<file path="config.mk">
export PLATFORM = sky130hd
export DESIGN_NAME = ram_uart_top
export DESIGN_NICKNAME = d
export VERILOG_FILES = /design/src/bus_pkg.sv /design/src/ram_uart_top.sv /design/src/ram_uart.sv /design/src/sram_port.sv /design/src/uart_port.sv /design/src/rx_queue.sv
export SDC_FILE = /design/constraint.sdc
export NUM_CORES = 1
export LEC_CHECK = 0
export BUFFER_PORTS_ARGS = -buffer_cell sky130_fd_sc_hd__buf_4
export CELL_PAD_IN_SITES_DETAIL_PLACEMENT = 0
export CELL_PAD_IN_SITES_GLOBAL_PLACEMENT = 2
export CORE_MARGIN = 2
export CORE_UTILIZATION = 41
export CTS_CLUSTER_DIAMETER = 200
export CTS_CLUSTER_SIZE = 12
export DETAILED_ROUTE_END_ITERATION = 8
export HOLD_SLACK_MARGIN = 0.03
export PLACE_DENSITY = 0.84
export SLEW_MARGIN = 20
export SYNTH_ARGS = -nofsm -noshare
export SYNTH_HDL_FRONTEND = slang
export SYNTH_HIERARCHICAL = 1
export SYNTH_SLANG_ARGS = --single-unit
</file>
<file path="constraint.sdc">
create_clock -name clk -period 3.6 [get_ports clk]
set_input_delay 1.08 -clock clk [delete_from_list [all_inputs] [get_ports clk]]
set_output_delay 1.08 -clock clk [all_outputs]
set_load 0.1 [all_outputs]
</file>
<file path="src/bus_pkg.sv">
`default_nettype none

package bus_pkg;

	////////////////////////////////////////////////////////////////////////////
	// Bus widths
	////////////////////////////////////////////////////////////////////////////
	localparam int WORD_W = 16;
	localparam int ADDR_W = 16;
	localparam int BYTE_W = 8;

	typedef logic [WORD_W-1:0] word_t;
	typedef logic [ADDR_W-1:0] addr_t;
	typedef logic [BYTE_W-1:0] byte_t;

	// Single address decoded as the UART
	localparam addr_t UART_ADDR = 16'hBF00;

	// Receive queue geometry
	localparam int QUEUE_AW = 4;
	localparam int QUEUE_DEPTH = 1 << QUEUE_AW;

	////////////////////////////////////////////////////////////////////////////
	// Processor side
	////////////////////////////////////////////////////////////////////////////
	typedef struct packed {
		logic  write;
		addr_t addr;
		word_t wdata;
	} mem_req_t;

	typedef struct packed {
		word_t rdata;
	} mem_resp_t;

	////////////////////////////////////////////////////////////////////////////
	// Chip controls, all active low
	////////////////////////////////////////////////////////////////////////////
	typedef struct packed {
		logic en_n;
		logic oe_n;
		logic we_n;
	} sram_ctrl_t;

	typedef struct packed {
		logic rdn;
		logic wrn;
	} uart_ctrl_t;

	localparam sram_ctrl_t SRAM_IDLE = '{en_n: 1'b1, oe_n: 1'b1, we_n: 1'b1};
	localparam uart_ctrl_t UART_IDLE = '{rdn: 1'b1, wrn: 1'b1};

endpackage

`default_nettype wire
</file>
<file path="src/ram_uart_top.sv">
`timescale 1ns/1ps
`default_nettype none

module ram_uart_top (
	input  wire                    clk,
	input  wire                    rst,
	// Processor side
	input  wire                    req_valid,
	input  wire bus_pkg::mem_req_t req,
	output logic                   resp_valid,
	output bus_pkg::mem_resp_t     resp,
	output logic [15:0]            tx_count,
	// Board side
	output bus_pkg::sram_ctrl_t    sram,
	output bus_pkg::uart_ctrl_t    uart,
	output bus_pkg::addr_t         bus_addr,
	output bus_pkg::word_t         bus_out,
	output logic                   bus_drive,
	input  wire bus_pkg::word_t    bus_in,
	input  wire                    data_ready,
	input  wire                    tbre,
	input  wire                    tsre
);

	logic q_pop;
	logic q_empty;
	logic q_full;
	bus_pkg::byte_t q_head;
	logic sram_start;
	logic sram_write;
	logic sram_done;
	bus_pkg::word_t sram_rdata;
	logic rx_start;
	logic tx_start;
	logic rx_done;
	logic tx_done;
	bus_pkg::byte_t rx_byte;

	ram_uart ram_uart_i (
		.clk        (clk),
		.rst        (rst),
		.req_valid  (req_valid),
		.req        (req),
		.resp_valid (resp_valid),
		.resp       (resp),
		.data_ready (data_ready),
		.q_empty    (q_empty),
		.q_full     (q_full),
		.q_head     (q_head),
		.q_pop      (q_pop),
		.sram_start (sram_start),
		.sram_write (sram_write),
		.rx_start   (rx_start),
		.tx_start   (tx_start),
		.sram_done  (sram_done),
		.rx_done    (rx_done),
		.tx_done    (tx_done),
		.sram_rdata (sram_rdata),
		.bus_addr   (bus_addr),
		.bus_out    (bus_out),
		.bus_drive  (bus_drive)
	);

	// Received bytes go straight into the queue
	rx_queue rx_queue_i (
		.clk       (clk),
		.rst       (rst),
		.push      (rx_done),
		.push_data (rx_byte),
		.pop       (q_pop),
		.head      (q_head),
		.empty     (q_empty),
		.full      (q_full)
	);

	uart_port uart_port_i (
		.clk        (clk),
		.rst        (rst),
		.rx_start   (rx_start),
		.tx_start   (tx_start),
		.bus_in     (bus_in),
		.data_ready (data_ready),
		.tbre       (tbre),
		.tsre       (tsre),
		.uart       (uart),
		.rx_done    (rx_done),
		.rx_byte    (rx_byte),
		.tx_done    (tx_done),
		.tx_count   (tx_count)
	);

	sram_port sram_port_i (
		.clk    (clk),
		.rst    (rst),
		.start  (sram_start),
		.write  (sram_write),
		.bus_in (bus_in),
		.sram   (sram),
		.done   (sram_done),
		.rdata  (sram_rdata)
	);

endmodule

`default_nettype wire

</file>
<file path="src/ram_uart.sv">
`timescale 1ns/1ps
`default_nettype none

module ram_uart (
	input  wire                   clk,
	input  wire                   rst,
	input  wire                   req_valid,
	input  wire bus_pkg::mem_req_t req,
	output logic                  resp_valid,
	output bus_pkg::mem_resp_t    resp,
	input  wire                   data_ready,
	input  wire                   q_empty,
	input  wire                   q_full,
	input  wire bus_pkg::byte_t   q_head,
	output logic                  q_pop,
	output logic                  sram_start,
	output logic                  sram_write,
	output logic                  rx_start,
	output logic                  tx_start,
	input  wire                   sram_done,
	input  wire                   rx_done,
	input  wire                   tx_done,
	input  wire bus_pkg::word_t   sram_rdata,
	output bus_pkg::addr_t        bus_addr,
	output bus_pkg::word_t        bus_out,
	output logic                  bus_drive
);

	typedef enum logic [2:0] {
		D_IDLE,
		D_RX,
		D_SRAM,
		D_TX,
		D_Q1,
		D_Q2
	} dstate_t;

	dstate_t state;
	logic pend;
	bus_pkg::mem_req_t pend_req;
	bus_pkg::mem_req_t cur_req;
	logic have_req;
	logic to_uart;
	bus_pkg::word_t q_word;

	// A fresh strobe is served in the same cycle it arrives
	assign cur_req = req_valid ? req : pend_req;
	assign have_req = req_valid || pend;
	assign to_uart = (cur_req.addr == bus_pkg::UART_ADDR);
	assign q_word = bus_pkg::word_t'(q_head);

	// Bus side held from the pending request
	assign bus_addr = pend_req.addr;
	assign bus_out = pend_req.wdata;
	assign sram_write = pend_req.write;

	always_ff @(posedge clk) begin
		if (req_valid) begin
			pend_req <= req;
		end
	end

	////////////////////////////////////////////////////////////////////////////
	// Dispatcher FSM
	////////////////////////////////////////////////////////////////////////////
	always_ff @(posedge clk) begin
		if (!rst) begin
			state <= D_IDLE;
			pend <= 1'b0;
			resp_valid <= 1'b0;
			q_pop <= 1'b0;
			sram_start <= 1'b0;
			rx_start <= 1'b0;
			tx_start <= 1'b0;
			bus_drive <= 1'b0;
		end else begin
			resp_valid <= 1'b0;
			q_pop <= 1'b0;
			sram_start <= 1'b0;
			rx_start <= 1'b0;
			tx_start <= 1'b0;
			if (req_valid) begin
				pend <= 1'b1;
			end

			case (state)
				D_IDLE: begin
					// Receive wins over any request
					if (data_ready && !q_full) begin
						rx_start <= 1'b1;
						state <= D_RX;
					end else if (have_req) begin
						pend <= 1'b0;
						if (!to_uart) begin
							sram_start <= 1'b1;
							bus_drive <= cur_req.write;
							state <= D_SRAM;
						end else if (cur_req.write) begin
							tx_start <= 1'b1;
							bus_drive <= 1'b1;
							state <= D_TX;
						end else begin
							state <= D_Q1;
						end
					end
				end
				D_RX: begin
					if (rx_done) begin
						state <= D_IDLE;
					end
				end
				D_SRAM: begin
					if (sram_done) begin
						resp_valid <= 1'b1;
						bus_drive <= 1'b0;
						state <= D_IDLE;
					end
				end
				D_TX: begin
					if (tx_done) begin
						resp_valid <= 1'b1;
						bus_drive <= 1'b0;
						state <= D_IDLE;
					end
				end
				D_Q1: begin
					q_pop <= !q_empty;
					state <= D_Q2;
				end
				default: begin
					resp_valid <= 1'b1;
					state <= D_IDLE;
				end
			endcase
		end
	end

	// Response word is zero for writes and for an empty queue
	always_ff @(posedge clk) begin
		if (state == D_SRAM && sram_done) begin
			resp.rdata <= pend_req.write ? '0 : sram_rdata;
		end else if (state == D_TX && tx_done) begin
			resp.rdata <= '0;
		end else if (state == D_Q1) begin
			resp.rdata <= q_empty ? '0 : q_word;
		end
	end

endmodule

`default_nettype wire

</file>
<file path="src/sram_port.sv">
`timescale 1ns/1ps
`default_nettype none

module sram_port (
	input  wire                 clk,
	input  wire                 rst,
	input  wire                 start,
	input  wire                 write,
	input  wire bus_pkg::word_t bus_in,
	output bus_pkg::sram_ctrl_t sram,
	output logic                done,
	output bus_pkg::word_t      rdata
);

	typedef enum logic [1:0] {
		S_IDLE,
		S_EN,
		S_ACT,
		S_REL
	} sstate_t;

	sstate_t state;
	logic wr_q;

	// Enable first, then oe_n or we_n, then release
	always_ff @(posedge clk) begin
		if (!rst) begin
			state <= S_IDLE;
			sram <= bus_pkg::SRAM_IDLE;
			done <= 1'b0;
			wr_q <= 1'b0;
		end else begin
			done <= 1'b0;
			case (state)
				S_IDLE: begin
					if (start) begin
						sram.en_n <= 1'b0;
						wr_q <= write;
						state <= S_EN;
					end
				end
				S_EN: begin
					sram.oe_n <= wr_q;
					sram.we_n <= !wr_q;
					state <= S_ACT;
				end
				S_ACT: begin
					sram.oe_n <= 1'b1;
					sram.we_n <= 1'b1;
					done <= 1'b1;
					// Chip latches on the we_n rise, so en_n stays low a cycle longer
					if (wr_q) begin
						state <= S_REL;
					end else begin
						sram.en_n <= 1'b1;
						state <= S_IDLE;
					end
				end
				default: begin
					sram.en_n <= 1'b1;
					state <= S_IDLE;
				end
			endcase
		end
	end

	// Read data sampled while oe_n is low
	always_ff @(posedge clk) begin
		if (state == S_ACT && !wr_q) begin
			rdata <= bus_in;
		end
	end

endmodule

`default_nettype wire

</file>
<file path="src/uart_port.sv">
`timescale 1ns/1ps
`default_nettype none

module uart_port (
	input  wire                 clk,
	input  wire                 rst,
	input  wire                 rx_start,
	input  wire                 tx_start,
	input  wire bus_pkg::word_t bus_in,
	input  wire                 data_ready,
	input  wire                 tbre,
	input  wire                 tsre,
	output bus_pkg::uart_ctrl_t uart,
	output logic                rx_done,
	output bus_pkg::byte_t      rx_byte,
	output logic                tx_done,
	output logic [15:0]         tx_count
);

	typedef enum logic [2:0] {
		U_IDLE,
		U_RX1,
		U_RX2,
		U_TX_LOW,
		U_TX_TBRE,
		U_TX_TSRE
	} ustate_t;

	ustate_t state;

	// UART chip drives its byte on the low half while rdn is low
	assign rx_byte = bus_in[bus_pkg::BYTE_W-1:0];

	////////////////////////////////////////////////////////////////////////////
	// Chip handshake sequencer
	////////////////////////////////////////////////////////////////////////////
	always_ff @(posedge clk) begin
		if (!rst) begin
			state <= U_IDLE;
			uart <= bus_pkg::UART_IDLE;
			rx_done <= 1'b0;
			tx_done <= 1'b0;
			tx_count <= '0;
		end else begin
			rx_done <= 1'b0;
			tx_done <= 1'b0;

			// One more byte has left the shift register
			if (tx_done) begin
				tx_count <= tx_count + 1'b1;
			end

			case (state)
				U_IDLE: begin
					if (rx_start && data_ready) begin
						uart.rdn <= 1'b0;
						state <= U_RX1;
					end else if (tx_start) begin
						uart.wrn <= 1'b0;
						state <= U_TX_LOW;
					end
				end

				// rdn stays low for two cycles and the byte is taken in the second
				U_RX1: begin
					rx_done <= 1'b1;
					state <= U_RX2;
				end
				U_RX2: begin
					uart.rdn <= 1'b1;
					state <= U_IDLE;
				end

				// Hold wrn low until the chip accepts the byte
				U_TX_LOW: begin
					if (!tbre) begin
						uart.wrn <= 1'b1;
						state <= U_TX_TBRE;
					end
				end
				U_TX_TBRE: begin
					if (tbre) begin
						state <= U_TX_TSRE;
					end
				end
				U_TX_TSRE: begin
					if (tsre) begin
						tx_done <= 1'b1;
						state <= U_IDLE;
					end
				end

				default: begin
					state <= U_IDLE;
				end
			endcase
		end
	end

endmodule

`default_nettype wire

</file>
<file path="src/rx_queue.sv">
`timescale 1ns/1ps
`default_nettype none

module rx_queue (
	input  wire                 clk,
	input  wire                 rst,
	input  wire                 push,
	input  wire bus_pkg::byte_t push_data,
	input  wire                 pop,
	output bus_pkg::byte_t      head,
	output logic                empty,
	output logic                full
);

	bus_pkg::byte_t mem [bus_pkg::QUEUE_DEPTH];
	logic [bus_pkg::QUEUE_AW-1:0] front;
	logic [bus_pkg::QUEUE_AW-1:0] tail;
	logic [bus_pkg::QUEUE_AW:0] count;
	logic do_push;
	logic do_pop;

	// Occupancy flags
	assign empty = (count == '0);
	assign full = (count == (bus_pkg::QUEUE_AW+1)'(bus_pkg::QUEUE_DEPTH));

	// Push on full and pop on empty are dropped here
	assign do_push = push && !full;
	assign do_pop = pop && !empty;

	assign head = mem[front];

	always_ff @(posedge clk) begin
		if (do_push) begin
			mem[tail] <= push_data;
		end
	end

	always_ff @(posedge clk) begin
		if (!rst) begin
			front <= '0;
			tail <= '0;
			count <= '0;
		end else begin
			if (do_push) begin
				tail <= tail + 1'b1;
			end
			if (do_pop) begin
				front <= front + 1'b1;
			end
			if (do_push && !do_pop) begin
				count <= count + 1'b1;
			end else if (do_pop && !do_push) begin
				count <= count - 1'b1;
			end
		end
	end

endmodule

`default_nettype wire

</file>
==> flow_summary_export.csv <==
group,metric,value,unit
power,comb_power_share,0.090,
worst_setup_path,start_kind,"flip-flop",
place,place.gp.congestion,0.790,
power,p_leak,4.14,nW
floorplanning,die_w,160,µm
worst_setup_path,r2r-start,"rx_queue_i/count[0]",
sta,max-slew-margin-rel,0.321,
route,drtIter0Drc,344,
finish,area.growth.synth_to_final,18.9,%
worst_setup_path,cp_max_fo,7,
power,seqPwrFrac,0.530,
finish,regArea,0.00677,mm²
sta,rsz0062_at_grt,"no",
worst_setup_path,rr_worst_depth,9,
run_status,status,"finished, final reports clean",
clock_network,cts_buffer_depth,3,
finish,nets,851,
route,vias,5886,
finish,final_cell_mix,"edfxtp_1 (176), buf_4 (133), dfxtp_1 (72), nand2_1 (45), mux4_2 (32)",
finish,multi_input_area,0.00300,mm²
logic_synthesis,ys_types,68,
floorplanning,initial_utilization,0.414,
sta,fin_crit_sh,0.819,
floorplanning,ios,126,
logic_synthesis,synth_area_leader_cell,"edfxtp_1",
place,hpwl,14000,µm
power,power_frac_clock,0.380,
global_route,first_global_vias,6230,
worst_setup_path,critical_path_class,"flip-flop to flip-flop",
logic_synthesis,avgSynthCellArea,15.2,µm²
clock_network,hold_buffers,0,
route,drt-total-wl,20500,µm
power,power,5.97,mW
logic_synthesis,synthCells,659,
floorplanning,rows,57,
clock_network,clock_latency,0.52,ns
worst_hold_path,hold_path_class,"flip-flop to flip-flop",
clock_network,cts_tree,"yes",
global_route,grt_max_degree,45,
route,drcViolationCount,0,
global_route,grtUsageTotal,0.160,
power,internal_power,4.53,mW
worst_setup_path,r2r_end,"rx_queue_i/count[4]",
logic_synthesis,synth_nets,729,
sta,fmax,0.339,GHz
logic_synthesis,synth_top_area_frac,0.528,
logic_synthesis,synthesis.area,0.0100,mm²
global_route,grt-ovfl-total,0,
route,drt-vias-per-instance,5.26,
power,p_sw,1.44,mW
worst_setup_path,worst-endpoint-required,4.05,ns
global_route,grt_pass1_wl,32900,µm
place,numPortBuffers,125,
logic_synthesis,yosys_register_bits,250,
sta,setup-violations-final,0,
place,dp_slack,0.672,ns
sta,setup-tns-final,0,ns
logic_synthesis,ys.flop_type,"edfxtp_1",
route,postRouteAntennaNets,0,
worst_setup_path,r2r_slack,0.65,ns
sta,tightest_slew,1.01,ns
clock_network,post_cts_buffers,0,
clock_network,clk_pin_slew,0.06,ns
floorplanning,coreArea,0.0242,mm²
clock_network,numCtsBuffers,24,
finish,n_antenna_cell,0,
sta,clock_skew,0.0133,ns
power,switching_share,0.241,
global_route,antenna_found_initial,0,
sta,hold_viol,0,
finish,layout_commonest_cell,"edfxtp_1",
floorplanning,dieArea,0.0257,mm²
clock_network,cts_resized,0,
sta,min_period,2.95,ns
route,routedWlPerCell,18.3,µm
worst_setup_path,crit_arrival,3.40,ns
worst_setup_path,crit_path_end,"rx_queue_i/count[4]",
finish,fillers,2072,
logic_synthesis,yosysWarnings,6,
power,ir_worst_vdd,372,µV
clock_network,cts.htree.levels,1,
clock_network,cts_root_buffer,"clkbuf_16",
worst_setup_path,cp-end-kind,"flip-flop",
clock_network,cts.sinks,250,
logic_synthesis,synth_edf_count,176,
route,first_pass_iters,5,
logic_synthesis,async_flop_share,0,
logic_synthesis,synth_area_leaders,"edfxtp_1 (53%), dfxtp_1 (15%), mux4_2 (7.2%), mux2_2 (1.8%), ha_1 (1.7%)",
logic_synthesis,ys_seq_area_frac,0.675,
power,power.density,501,mW/mm²
flow_run,maxCapViolations,0,
worst_setup_path,cp-startpoint,"rx_queue_i/count[0]",
finish,layout-drive-gt1-share,0.284,
floorplanning,die_y,160,µm
sta,slew_violations,0,
sta,whs,0.481,ns
sta,layout_setup_ws,0.653,ns
## worst min-delay path by stage
stage                                  start                       end  cells past startpoint
floorplan              ram_uart_i/sram_write          sram_port_i/wr_q                      2
global placement      ram_uart_i/bus_addr[9]    ram_uart_i/bus_addr[9]                      2
detailed placement  uart_port_i/tx_count[15]  uart_port_i/tx_count[15]                      2
CTS                 uart_port_i/tx_count[15]  uart_port_i/tx_count[15]                      2
global route        uart_port_i/tx_count[15]  uart_port_i/tx_count[15]                      2
finish              uart_port_i/tx_count[15]  uart_port_i/tx_count[15]                      2
## cell type report
cell class,count,share of cell area
Sequential cell,250,0.568
Clock buffer,40,0.0563
Timing Repair Buffer,133,0.0838
Clock inverter,1,0.00136
Tap cell,324,0.0340
Inverter,14,0.00441
Multi-Input combinational cell,358,0.252
## routing by layer
layer  vias up  part of all wire  global-route usage
met4         0             0.027              0.0471
met1      2900              0.43               0.203
met5         -                 0                   0
met2       180              0.48               0.273
li1       2773                 -                   -
met3        33             0.066              0.0395
## cells by family (layout without fill, tap and decap cells)
| family | Yosys count | count (layout) | synth area share |
|---|---|---|---|
| adder cells (fa/ha/maj) | 15 | 15 | 0.0195 |
| multiplexers | 60 | 60 | 0.102 |
| flip-flops | 250 | 250 | 0.675 |
| XOR/XNOR | 10 | 10 | 0.00874 |
| AND/OR/NAND/NOR | 181 | 181 | 0.0999 |
| AO/OA/AOI/OAI | 92 | 92 | 0.0698 |
| buffers and inverters | 51 | 188 | 0.0247 |
## metrics by stage
step,utilization,std cells,cell area [µm²]
after floorplan,-,659,10000
after global placement,0.464,1079,11200
after detailed placement,0.464,1079,11200
after CTS,0.493,1120,11900
after global routing,0.493,1120,11900
final,0.493,1120,11900
## state kept, by name, summed over array words and instances, names as in the netlist, 3 cells and up, named ones only
| signal | count |
|---|---|
| uart_port_i/state | 3 |
| ram_uart_i/state | 3 |
| sram_port_i/sram | 3 |
| uart_port_i/tx_count | 16 |
| ram_uart_i/bus_addr | 16 |
| ram_uart_i/bus_out | 16 |
| ram_uart_i/resp | 16 |
| sram_port_i/rdata | 16 |
| rx_queue_i/mem | 128 |
| rx_queue_i/count | 5 |
| rx_queue_i/front | 4 |
| rx_queue_i/tail | 4 |
## power by group through the flow
stage | Clock (mW) | Sequential [mW] | Combinational [mW]
after floorplan | 0 | 3.48 | 0.131
after global placement | 0 | 3.22 | 0.532
after detailed placement | 0 | 3.23 | 0.542
after CTS | 2.34 | 3.16 | 0.543
after global routing | 2.43 | 3.17 | 0.567
final | 2.27 | 3.16 | 0.537
## critical path, stage by stage (launching register included)
cell	delay, ns
dfxtp_1	0.36
or4_1	0.71
o21a_1	0.34
ha_1	0.25
inv_1	0.16
ha_1	0.30
a21oi_1	0.23
a211oi_1	0.11
a31oi_1	0.22
mux2i_1	0.20
## cell usage after synthesis (4+ instances only)
| cell | instances |
|---|---|
| nor2b_1 | 14 |
| a211oi_1 | 4 |
| and2_1 | 16 |
| o31ai_1 | 6 |
| ha_1 | 14 |
| nor2_1 | 30 |
| inv_1 | 13 |
| nand2b_1 | 13 |
| buf_4 | 8 |
| o21a_1 | 4 |
| mux2_2 | 16 |
| nand4_1 | 8 |
| nand2_1 | 45 |
| edfxtp_1 | 176 |
| a22o_1 | 8 |
| nor3b_1 | 5 |
| mux2i_1 | 12 |
| dfxtp_1 | 74 |
| o21ai_0 | 7 |
| a22oi_1 | 16 |
| nor4_1 | 6 |
| clkbuf_1 | 14 |
| buf_2 | 9 |
| or4_1 | 5 |
| mux4_2 | 32 |
| nor3_1 | 8 |
| nand3_1 | 12 |
| buf_1 | 4 |
| a21oi_1 | 19 |
| xnor2_1 | 7 |
Power figures use the tool's default switching activity.
